$ cat src/rtl/rob_pkg.sv
`default_nettype none

package rob_pkg;

    // architectural register file shape
    localparam int ARCH_W = 5;
    localparam int ARCH_REGS = 32;

    // operation class carried by each reorder buffer entry
    typedef enum logic [1:0] {
        op_alu    = 2'd0,
        op_load   = 2'd1,
        op_store  = 2'd2,
        op_branch = 2'd3
    } op_class_t;

    // stores and branches have no destination register
    function automatic logic op_writes_rd(input op_class_t op);
        logic wr;
        case (op)
            op_alu:  wr = 1'b1;
            op_load: wr = 1'b1;
            default: wr = 1'b0;
        endcase
        return wr;
    endfunction

endpackage

`default_nettype wire
$ cat src/rtl/rob_top.sv
`default_nettype none

module rob_top
    import rob_pkg::*;
#(
    parameter int SS = 2,
    parameter int ROB_DEPTH = 8,
    parameter int PHYS_REGS = 64,
    localparam int ID_W = $clog2(ROB_DEPTH),
    localparam int PHYS_W = $clog2(PHYS_REGS)
) (
    input  wire logic                       clk,
    input  wire logic                       rst,

    // dispatch
    input  wire logic                       disp_valid,
    input  op_class_t [SS-1:0]              disp_op,
    input  wire logic [SS-1:0][ARCH_W-1:0]  disp_arch_rd,
    input  wire logic [SS-1:0][PHYS_W-1:0]  disp_phys_rd,
    output logic                            disp_ready,
    output logic [SS-1:0][ID_W-1:0]         disp_rob_id,

    // writeback
    input  wire logic [SS-1:0]              wb_valid,
    input  wire logic [SS-1:0][ID_W-1:0]    wb_rob_id,

    // commit
    output logic                            commit_valid,
    output op_class_t [SS-1:0]              commit_op,
    output logic [SS-1:0][ARCH_W-1:0]       commit_arch_rd,
    output logic [SS-1:0][PHYS_W-1:0]       commit_phys_rd,
    output logic [SS-1:0][63:0]             commit_order,
    output logic [SS-1:0]                   freed_valid,
    output logic [SS-1:0][PHYS_W-1:0]       freed_phys
);

    logic                    push;
    logic                    retire;
    logic [ID_W-1:0]         head;
    logic [ID_W-1:0]         tail;
    logic [SS-1:0]           wb_mark;
    logic [SS-1:0][ID_W-1:0] wb_mark_id;
    logic [SS-1:0]           head_done;

    rob_ctrl #(
        .SS        (SS),
        .ROB_DEPTH (ROB_DEPTH)
    ) u_ctrl (
        .clk          (clk),
        .rst          (rst),
        .disp_valid   (disp_valid),
        .disp_ready   (disp_ready),
        .push         (push),
        .disp_rob_id  (disp_rob_id),
        .tail         (tail),
        .wb_valid     (wb_valid),
        .wb_rob_id    (wb_rob_id),
        .wb_mark      (wb_mark),
        .wb_mark_id   (wb_mark_id),
        .head_done    (head_done),
        .retire       (retire),
        .head         (head),
        .commit_order (commit_order),
        .commit_valid (commit_valid)
    );

    // head entries double as the commit outputs
    rob_queue #(
        .SS        (SS),
        .ROB_DEPTH (ROB_DEPTH),
        .PHYS_REGS (PHYS_REGS)
    ) u_queue (
        .clk          (clk),
        .rst          (rst),
        .push         (push),
        .tail         (tail),
        .disp_op      (disp_op),
        .disp_arch_rd (disp_arch_rd),
        .disp_phys_rd (disp_phys_rd),
        .wb_mark      (wb_mark),
        .wb_mark_id   (wb_mark_id),
        .retire       (retire),
        .head         (head),
        .head_done    (head_done),
        .head_op      (commit_op),
        .head_arch_rd (commit_arch_rd),
        .head_phys_rd (commit_phys_rd)
    );

    retire_rat #(
        .SS        (SS),
        .PHYS_REGS (PHYS_REGS)
    ) u_rat (
        .clk            (clk),
        .rst            (rst),
        .retire         (retire),
        .commit_op      (commit_op),
        .commit_arch_rd (commit_arch_rd),
        .commit_phys_rd (commit_phys_rd),
        .freed_valid    (freed_valid),
        .freed_phys     (freed_phys)
    );

endmodule

`default_nettype wire

$ cat src/rtl/retire_rat.sv
`default_nettype none

module retire_rat
    import rob_pkg::*;
#(
    parameter int SS = 2,
    parameter int PHYS_REGS = 64,
    localparam int PHYS_W = $clog2(PHYS_REGS)
) (
    input  wire logic                       clk,
    input  wire logic                       rst,

    // retiring group, slot 0 oldest
    input  wire logic                       retire,
    input  op_class_t [SS-1:0]              commit_op,
    input  wire logic [SS-1:0][ARCH_W-1:0]  commit_arch_rd,
    input  wire logic [SS-1:0][PHYS_W-1:0]  commit_phys_rd,

    // displaced mappings, to go back to the free list
    output logic [SS-1:0]                   freed_valid,
    output logic [SS-1:0][PHYS_W-1:0]       freed_phys
);

    // committed architectural to physical map
    logic [PHYS_W-1:0] map [ARCH_REGS];

    logic [SS-1:0]     slot_wr;

    // x0 is never remapped
    always_comb begin
        for (int i = 0; i < SS; i++) begin
            slot_wr[i] = retire && op_writes_rd(commit_op[i]) && (commit_arch_rd[i] != '0);
        end
    end

    // previous mapping per slot
    // an earlier slot of the same group writing the same register overrides the map
    always_comb begin
        for (int i = 0; i < SS; i++) begin
            freed_phys[i] = map[commit_arch_rd[i]];
            for (int j = 0; j < i; j++) begin
                if (slot_wr[j] && (commit_arch_rd[j] == commit_arch_rd[i])) begin
                    freed_phys[i] = commit_phys_rd[j];
                end
            end
        end
    end

    assign freed_valid = slot_wr;

    // slot order matters, the youngest write to a register lands last
    always_ff @(posedge clk) begin
        if (rst) begin
            for (int r = 0; r < ARCH_REGS; r++) begin
                map[r] <= PHYS_W'(r);
            end
        end else begin
            for (int i = 0; i < SS; i++) begin
                if (slot_wr[i]) begin
                    map[commit_arch_rd[i]] <= commit_phys_rd[i];
                end
            end
        end
    end

endmodule

`default_nettype wire

$ cat src/rtl/rob_queue.sv
`default_nettype none

module rob_queue
    import rob_pkg::*;
#(
    parameter int SS = 2,
    parameter int ROB_DEPTH = 8,
    parameter int PHYS_REGS = 64,
    localparam int ID_W = $clog2(ROB_DEPTH),
    localparam int PHYS_W = $clog2(PHYS_REGS)
) (
    input  wire logic                          clk,
    input  wire logic                          rst,

    // dispatch group, written at tail
    input  wire logic                          push,
    input  wire logic [ID_W-1:0]               tail,
    input  op_class_t [SS-1:0]                 disp_op,
    input  wire logic [SS-1:0][ARCH_W-1:0]     disp_arch_rd,
    input  wire logic [SS-1:0][PHYS_W-1:0]     disp_phys_rd,

    // completion marks, already filtered against occupancy
    input  wire logic [SS-1:0]                 wb_mark,
    input  wire logic [SS-1:0][ID_W-1:0]       wb_mark_id,

    // head group retirement
    input  wire logic                          retire,
    input  wire logic [ID_W-1:0]               head,

    output logic [SS-1:0]                      head_done,
    output op_class_t [SS-1:0]                 head_op,
    output logic [SS-1:0][ARCH_W-1:0]          head_arch_rd,
    output logic [SS-1:0][PHYS_W-1:0]          head_phys_rd
);

    // entry payload
    op_class_t            ent_op   [ROB_DEPTH];
    logic [ARCH_W-1:0]    ent_arch [ROB_DEPTH];
    logic [PHYS_W-1:0]    ent_phys [ROB_DEPTH];

    // one completion flag per entry
    logic [ROB_DEPTH-1:0] done;

    // per-slot positions relative to head and tail, wrapping on ID_W bits
    logic [SS-1:0][ID_W-1:0] head_idx;
    logic [SS-1:0][ID_W-1:0] tail_idx;

    genvar g;
    generate
        for (g = 0; g < SS; g++) begin : g_slot
            assign head_idx[g] = head + ID_W'(g);
            assign tail_idx[g] = tail + ID_W'(g);

            // combinational read of the oldest group
            assign head_done[g]    = done[head_idx[g]];
            assign head_op[g]      = ent_op[head_idx[g]];
            assign head_arch_rd[g] = ent_arch[head_idx[g]];
            assign head_phys_rd[g] = ent_phys[head_idx[g]];
        end
    endgenerate

    // payload write, the whole group lands at once
    always_ff @(posedge clk) begin
        if (push) begin
            for (int i = 0; i < SS; i++) begin
                ent_op[tail_idx[i]]   <= disp_op[i];
                ent_arch[tail_idx[i]] <= disp_arch_rd[i];
                ent_phys[tail_idx[i]] <= disp_phys_rd[i];
            end
        end
    end

    // done flags
    // head and tail groups never overlap while both push and retire are live,
    // and marks only hit occupied entries, so the write order below is safe
    always_ff @(posedge clk) begin
        if (rst) begin
            done <= '0;
        end else begin
            if (retire) begin
                for (int i = 0; i < SS; i++) begin
                    done[head_idx[i]] <= 1'b0;
                end
            end
            for (int i = 0; i < SS; i++) begin
                if (wb_mark[i]) begin
                    done[wb_mark_id[i]] <= 1'b1;
                end
            end
            // fresh entries start incomplete
            if (push) begin
                for (int i = 0; i < SS; i++) begin
                    done[tail_idx[i]] <= 1'b0;
                end
            end
        end
    end

endmodule

`default_nettype wire

$ cat src/rtl/rob_ctrl.sv
`default_nettype none

module rob_ctrl #(
    parameter int SS = 2,
    parameter int ROB_DEPTH = 8,
    localparam int ID_W = $clog2(ROB_DEPTH),
    localparam int CNT_W = ID_W + 1
) (
    input  wire logic                     clk,
    input  wire logic                     rst,

    // dispatch handshake
    input  wire logic                     disp_valid,
    output logic                          disp_ready,
    output logic                          push,
    output logic [SS-1:0][ID_W-1:0]       disp_rob_id,
    output logic [ID_W-1:0]               tail,

    // writeback from the functional units
    input  wire logic [SS-1:0]            wb_valid,
    input  wire logic [SS-1:0][ID_W-1:0]  wb_rob_id,
    output logic [SS-1:0]                 wb_mark,
    output logic [SS-1:0][ID_W-1:0]       wb_mark_id,

    // retirement
    input  wire logic [SS-1:0]            head_done,
    output logic                          retire,
    output logic [ID_W-1:0]               head,
    output logic [SS-1:0][63:0]           commit_order,
    output logic                          commit_valid
);

    localparam logic [CNT_W-1:0] GROUP = CNT_W'(SS);
    localparam logic [CNT_W-1:0] MAX_FILL = CNT_W'(ROB_DEPTH - SS);
    localparam logic [ID_W-1:0] STEP = ID_W'(SS);

    // occupied entries, always a multiple of SS
    logic [CNT_W-1:0] count;
    logic [63:0]      order_cnt;

    // room for one more full group
    assign disp_ready = (count <= MAX_FILL);
    assign push = disp_valid && disp_ready;

    // oldest group retires only when every slot has completed
    assign retire = (count != '0) && (&head_done);
    assign commit_valid = retire;

    genvar g;
    generate
        for (g = 0; g < SS; g++) begin : g_slot
            logic [ID_W-1:0] wb_offset;

            // ids are simply the queue slot
            assign disp_rob_id[g] = tail + ID_W'(g);

            // distance from head decides whether the id is live
            assign wb_offset = wb_rob_id[g] - head;
            assign wb_mark[g] = wb_valid[g] && ({1'b0, wb_offset} < count);
            assign wb_mark_id[g] = wb_rob_id[g];

            assign commit_order[g] = order_cnt + 64'(g);
        end
    endgenerate

    always_ff @(posedge clk) begin
        if (rst) begin
            head      <= '0;
            tail      <= '0;
            count     <= '0;
            order_cnt <= '0;
        end else begin
            if (push) begin
                tail <= tail + STEP;
            end
            if (retire) begin
                head      <= head + STEP;
                order_cnt <= order_cnt + 64'(SS);
            end
            case ({push, retire})
                2'b10:   count <= count + GROUP;
                2'b01:   count <= count - GROUP;
                default: count <= count;
            endcase
        end
    end

endmodule

`default_nettype wire

$ cat config.mk
export PLATFORM = sky130hd
export DESIGN_NAME = rob_top
export DESIGN_NICKNAME = d
export VERILOG_FILES = /design/src/rtl/rob_pkg.sv /design/src/rtl/rob_top.sv /design/src/rtl/retire_rat.sv /design/src/rtl/rob_queue.sv /design/src/rtl/rob_ctrl.sv
export SDC_FILE = /design/constraint.sdc
export NUM_CORES = 1
export LEC_CHECK = 0
export BUFFER_PORTS_ARGS = -buffer_cell sky130_fd_sc_hd__clkbuf_2
export CORE_ASPECT_RATIO = 2
export CORE_UTILIZATION = 60
export CTS_CLUSTER_DIAMETER = 120
export DETAILED_ROUTE_END_ITERATION = 10
export PLACE_DENSITY = 0.83
export SYNTH_ARGS = -nofsm -noshare
export SYNTH_HDL_FRONTEND = slang
export SYNTH_SLANG_ARGS = --single-unit
$ cat constraint.sdc
create_clock -name clk -period 3.8 [get_ports clk]
set_input_delay 0.19 -clock clk [delete_from_list [all_inputs] [get_ports clk]]
set_output_delay 0.19 -clock clk [all_outputs]
set_load 0.05 [all_outputs]
==> results.md, run 1 <==
- Status: finished, violations left
- Failing checks: negative setup slack
- Synth top area share: 0.4290
- Design area: 0.02341 mm²
- Final period util: 1.001
- Post-route DRC: 0
- Clk pin slew, worst setup/hold paths: 0.07 ns
- Peak per-stage delay on the critical path: 0.72 ns
- Largest net degree at the start of global routing: 64
- Synthesized cell area: 0.02072 mm²
- Fraction of registers with async set/reset: 0
- Sum Neg Setup Slack: -0.004957 ns
- Post-route minimum period: 3.805 ns
- Area growth syn-to-layout: 12.97%
- Initial DRC Count: 1830
- Root Buffer: clkbuf_16
- Placed cell area: 0.02189 mm²
- Register area share after synthesis: 0.5063
- Initial Utilization: 0.6138
- Final core utilization: 0.6934
- Number of buffers created by CTS: 34
- RePlAce Congestion: 1.102
- Initial antenna violation count: 0
- Number of global-route vias before repair: 16730
- Crit Path Max Fanout: 28
- Final Hold Fails: 0
- Nets: 2059
- Clock buffer depth: 3
- RSZ-0062 raised after global routing: true
- Grt ovf: 0
- Critical path buffers and inverters: 3
- Ports: 213
- CP Data Arrival Time: 3.61 ns
- Unique masters post-synth: 64
- CP endpoint kind: output port
- Drt via density: 7.038
- Least-Margin Pin Slew: 1.294 ns
- Max Clock Skew: 0.01768 ns
- H-tree depth: 2
- Post-route ant nets: 0
- Vias: 17370
- Top cells by area, synth: edfxtp_1 43%, dfxtp_1 7.7%, mux4_2 7.4%
- Prevailing post-synth register cell: edfxtp_1
- Core area: 0.03376 mm²
- WL/cell: 29.52 µm
- FMAX: 262.8 MHz
- Post-Route WL: 72870 µm
- Port bufs: 208
- CP delay by family, top: multiplexers
- Worst-Skew Late Latency: 0.54 ns
- Post-synth EDFFs: 296
- Avg Cell Area, Syn: 11.08 µm²
- Final Max Slew Viols: 0
- Ratio of cells with drive above 1 in the final layout: 0.2383
- Die X: 133.4 µm
- Crit-path most repeated cell: buf_12
- Setup CP Type: reg2out
- Slew headroom: 0.1374
- Hold Crit Class: in2reg
- Power Total: 9.390 mW
- CTS tree: done
- Pre-antenna DRT Iters: 9
- Leak pwr: 8.147 nW
- GRT Total Usage: 0.4185
- Rows: 95
- Synth area leader: edfxtp_1
- Crit-path slowest cell: mux4_4
- Pwr per Cell Area: 401.2 mW/mm²
- Max-Cap Viols: 0
- Clk sinks: 376
- Worst Path Required: 3.61 ns
- Final Setup Violations: 1
- Synth warn: 0
- Total die area: 0.03532 mm²
- Post-DP HPWL: 49850 µm
- Final Worst Setup Slack: -0.004957 ns
- Yosys reg bits: 376
- Crit-path cells: buf_12, mux4_4, buf_12, mux4_2, a22oi_2, nand4_1, clkbuf_8
- Die Y: 264.8 µm
- First-pass GRT wire length: 106600 µm
- Cell count after synthesis: 1870
- Startpoint type of the worst setup path: flop
- VDD IR max: 511.8 µV
placed cells by master (no fill, tap or decap), types with 22 or more instances in the layout:
cell,n
clkbuf_2,205
clkbuf_16,35
buf_4,88
a22oi_1,26
dlygate4sd3_1,26
nand3_1,70
a31oi_1,75
xor2_1,22
nor2_1,142
a21oi_1,52
inv_1,24
edfxtp_1,296
or4_1,26
mux4_2,66
o211ai_1,23
dfxtp_1,78
mux2i_1,123
nand4_1,85
nand2_1,152
o21ai_0,100
o31ai_1,37
area by class of cell:
cell class              instances  area (µm²)
flip-flops and latches        376       10490
fillers                      2444       10350
multi-input cells            1237        9070
repair buffers                328        2097
clock buffers                  43       935.9
well taps                     436       545.5
clock inverters                17       146.4
inverters                      30       116.4
diodes                          1       2.502
worst min-delay path, delay by kind of cell:
kind | cells | cell delay (ns)
compound gates | 2 | 0.23
buf+inv | 1 | 0.13
through the flow:
stage               worst slack [ns]  cells  hold WS (ns)
finish                     -0.004957   2468       0.06104
global route                0.003020   2467       0.07103
CTS                          0.01259   2466       0.05025
detailed placement           0.06191   2377        0.4132
global placement             0.06881   2377        0.4022
floorplan                     0.4366   1878        0.2889
routing by layer:
metal  global-route usage  vias up  share of wire
met5                    0        -              0
met2               0.7137     1315           0.50
met1               0.4408     8320           0.30
li1                     -     7359              -
met4               0.3406        0          0.099
met3              0.08969      375           0.10
synth_stat cells (4+ instances only):
library cell    n
and2_1         13
xor2_1         22
a211o_1         4
nor4_4          5
dfxtp_1        80
buf_4          74
a22oi_1        28
mux4_2         68
nand4_1        85
nor4_1          4
a31oi_1        75
nand3_1        70
or2_2           8
o211ai_1       23
nor2b_1         9
or3_1          17
inv_1          25
and4_1          7
a32oi_1        24
edfxtp_1      296
xnor2_1        13
nor3_1         16
nor2_1        143
o31ai_1        37
buf_1          15
buf_2          46
o21ai_1        14
o21ai_0       100
or4_1          26
clkbuf_1       99
and3_1         15
mux2i_1       129
a21oi_1        52
ha_1           14
nand2_1       152
mux2_2         13
kinds of logic (layout without fill, tap and decap cells):
kind of cell / after synthesis / count (layout) / share of synthesized area
buffers and inverters: 265 / 418 / 0.06456
and+or+nand+nor: 595 / 595 / 0.1489
AOI/OAI and AO/OA: 372 / 372 / 0.1124
adders and majority gates: 15 / 15 / 0.009421
muxes: 210 / 210 / 0.1433
DFF: 376 / 376 / 0.5063
other: 2 / 11 / 0.0003625
xor gates and xnor gates: 35 / 35 / 0.01480
flip-flops by register name, indices dropped and copies added, names as in the netlist, named ones only:
register / flops
u_queue.done: 8
u_rat.map: 192
u_ctrl.order_cnt: 63
u_queue.ent_arch: 40
u_queue.ent_op: 16
u_ctrl.tail: 2
u_ctrl.head: 2
u_queue.ent_phys: 48
u_ctrl.count: 3
where the power goes:
| part | switching (mW) | leakage, nW | total [mW] | internal, mW |
|---|---|---|---|---|
| combinational | 0.967 | 4.32 | 1.35 | 0.383 |
| sequential | 0.0545 | 3.30 | 4.59 | 4.53 |
| clock | 1.56 | 0.536 | 3.45 | 1.90 |
worst paths after layout:
path	start	to	slack, ns	cells after the start
hold / removal	wb_rob_id[1]	u_queue.done[3]	0.06	3
hold reg to reg	u_queue.done[3]	u_queue.done[3]	0.49	2
setup reg to reg	u_ctrl.head[1]	u_ctrl.order_cnt[38]	0.34	9
setup / recovery	flop	freed_phys[1]	-0.005	7
repair_timing:
action | in CTS | in global routing
pin swaps | 2 | 1
endpoints found under the hold margin | 104 | 0
buffers inserted | 3 | 1
setup endpoints to repair | 7 | 6
gates resized for setup | 11 | 16
hold buffers | 26 | 0
Note: power is estimated with default switching activity, not from simulation.
==> run 2: changes to the inputs <==
--- a/config.mk
+++ b/config.mk
@@ -6,11 +6,15 @@
 export NUM_CORES = 1
 export LEC_CHECK = 0
 export BUFFER_PORTS_ARGS = -buffer_cell sky130_fd_sc_hd__clkbuf_2
+export CELL_PAD_IN_SITES_DETAIL_PLACEMENT = 1
+export CELL_PAD_IN_SITES_GLOBAL_PLACEMENT = 1
 export CORE_ASPECT_RATIO = 2
-export CORE_UTILIZATION = 60
+export CORE_UTILIZATION = 49
+export CTS_BUF_LIST = sky130_fd_sc_hd__clkbuf_2 sky130_fd_sc_hd__clkbuf_4 sky130_fd_sc_hd__clkbuf_8
 export CTS_CLUSTER_DIAMETER = 120
 export DETAILED_ROUTE_END_ITERATION = 10
-export PLACE_DENSITY = 0.83
+export GPL_TIMING_DRIVEN = 0
+export PLACE_DENSITY = 0.85
 export SYNTH_ARGS = -nofsm -noshare
 export SYNTH_HDL_FRONTEND = slang
 export SYNTH_SLANG_ARGS = --single-unit
==> results.md, run 2 (same netlist as run 1, synthesis figures left out) <==
- Core area: 0.04178 mm²
- Most frequent cells in the layout: 296 x edfxtp_1, 222 x clkbuf_2, 152 x nand2_1
- Area growth syn-to-layout: 20.11%
- Initial DRC Count: 2000
- Root Buffer: clkbuf_8
- Ratio of cells with drive above 1 in the final layout: 0.2898
- Flop2flop setup slack: -0.17 ns
- Worst-Skew Late Latency: 0.67 ns
- Pre-antenna DRT Iters: 6
- Final period util: 1.045
- Dpl ws: -0.6856 ns
- Power Total: 9.724 mW
- Final Setup Violations: 30
- Clk pin slew, worst setup/hold paths: 0.07 ns
- CP endpoint kind: flop
- H-tree depth: 2
- Final Hold Fails: 0
- Failing checks: negative setup slack
- Post-DP HPWL: 70740 µm
- Switching Fraction: 0.3036
- GRT Total Usage: 0.4782
- WL/cell: 36.58 µm
- Placed cell area: 0.02254 mm²
- Hold slack: 0.03931 ns
- Port bufs: 207
- Fillers: 4425
- VDD IR max: 340.3 µV
- RSZ-0062 raised after global routing: true
- Max reg flops: 192
- Ports: 213
- Leak pwr: 8.830 nW
- Clk sinks: 376
- Most flops, register: u_rat.map
- Post-Route WL: 101800 µm
- Commonest non-fill, non-tap cell in the layout: edfxtp_1
- Pint: 6.772 mW
- Die X: 147.4 µm
- Startpoint type of the worst setup path: flop
- Seq pwr share: 0.473
- Status: finished, violations left
- Slew headroom: 0.02984
- Sum Neg Setup Slack: -2.258 ns
- RePlAce Congestion: 1.110
- Design area: 0.02489 mm²
- Max Clock Skew: 0.04018 ns
- Final core utilization: 0.5957
- First-pass GRT wire length: 143700 µm
- Clk pwr share: 0.362
- Worst Path Required: 4.14 ns
- Number of buffers created by CTS: 51
- Psw: 2.952 mW
- Nets: 2246
- FMAX: 251.8 MHz
- Die Y: 292.8 µm
- Total die area: 0.04316 mm²
- Placed insts: 2629
- Rows: 106
- Vias: 19600
- Drt via density: 7.043
- CTS tree: done
- Post-route minimum period: 3.972 ns
- Setup CP Type: reg2reg
- Least-Margin Pin Slew: 1.455 ns
- Final Worst Setup Slack: -0.1716 ns
- Post-route ant nets: 0
- Hold Crit Class: in2reg
- Crit Path Max Fanout: 10
- Max-Cap Viols: 0
- Pwr per Cell Area: 390.8 mW/mm²
- CP Data Arrival Time: 4.31 ns
- Number of global-route vias before repair: 20300
- Final Max Slew Viols: 0
- Initial antenna violation count: 8
- Logic pwr share: 0.165
- Clock buffer depth: 3
- Initial Utilization: 0.4959
- Largest net degree at the start of global routing: 28
- Post-route DRC: 0
- Grt ovf: 0
- Fin cells: 2783
run 2: power by group through the flow:
stage	Sequential, mW	Combinational (mW)	Clock, mW
3_5_place_dp	4.68	1.35	0
5_1_grt	4.60	1.61	3.62
3_3_place_gp	4.67	1.32	0
2_1_floorplan	4.66	0.806	0
6_report	4.60	1.61	3.52
4_1_cts	4.59	1.46	3.46
run 2: critical path, stage by stage, from the launching register on:
cell and delay (ns):
dfxtp_4 0.37, buf_12 0.14, inv_2 0.11, mux4_2 0.63, buf_2 0.32, nor4_4 0.92
clkbuf_1 0.95, a31oi_1 0.22
run 2: final timing paths:
check                                     start               end  cells after the start
worst max-delay path             u_ctrl.head[1]  u_rat.map[13][3]                      7
worst max register to register   u_ctrl.head[1]  u_rat.map[13][3]                      7
worst min register to register  u_queue.done[3]   u_queue.done[3]                      2
worst min-delay path               wb_rob_id[5]   u_queue.done[0]                      4
run 2: area by class of cell:
type,count,area [µm²],area share
buffer,228,1465,0.05888
multi-input combinational,1237,9320,0.3745
timing repair buffer,270,1664,0.06687
inverter,30,121.4,0.004877
tap,540,675.6,0.02715
antenna,7,17.52,0.0007039
clock buffer,70,875.8,0.03520
sequential,376,10500,0.4220
clock inverter,25,242.7,0.009754
run 2: per-layer routing:
metal | track usage | routed length (µm) | vias to the layer above
met5 | 0.01163 | 39 | -
met4 | 0.4881 | 12930 | 6
met3 | 0.1491 | 10870 | 665
met2 | 0.7832 | 48480 | 1589
met1 | 0.4600 | 29490 | 9576
li1 | - | - | 7766
run 2: repair_timing:
item                       CTS  global route
gates resized for setup    131            77
buffers inserted            11            18
cloned                       0             1
hold endpoints to repair   107             0
hold buffers                29             0
pin swaps                   10            19
setup endpoints to repair  311           206
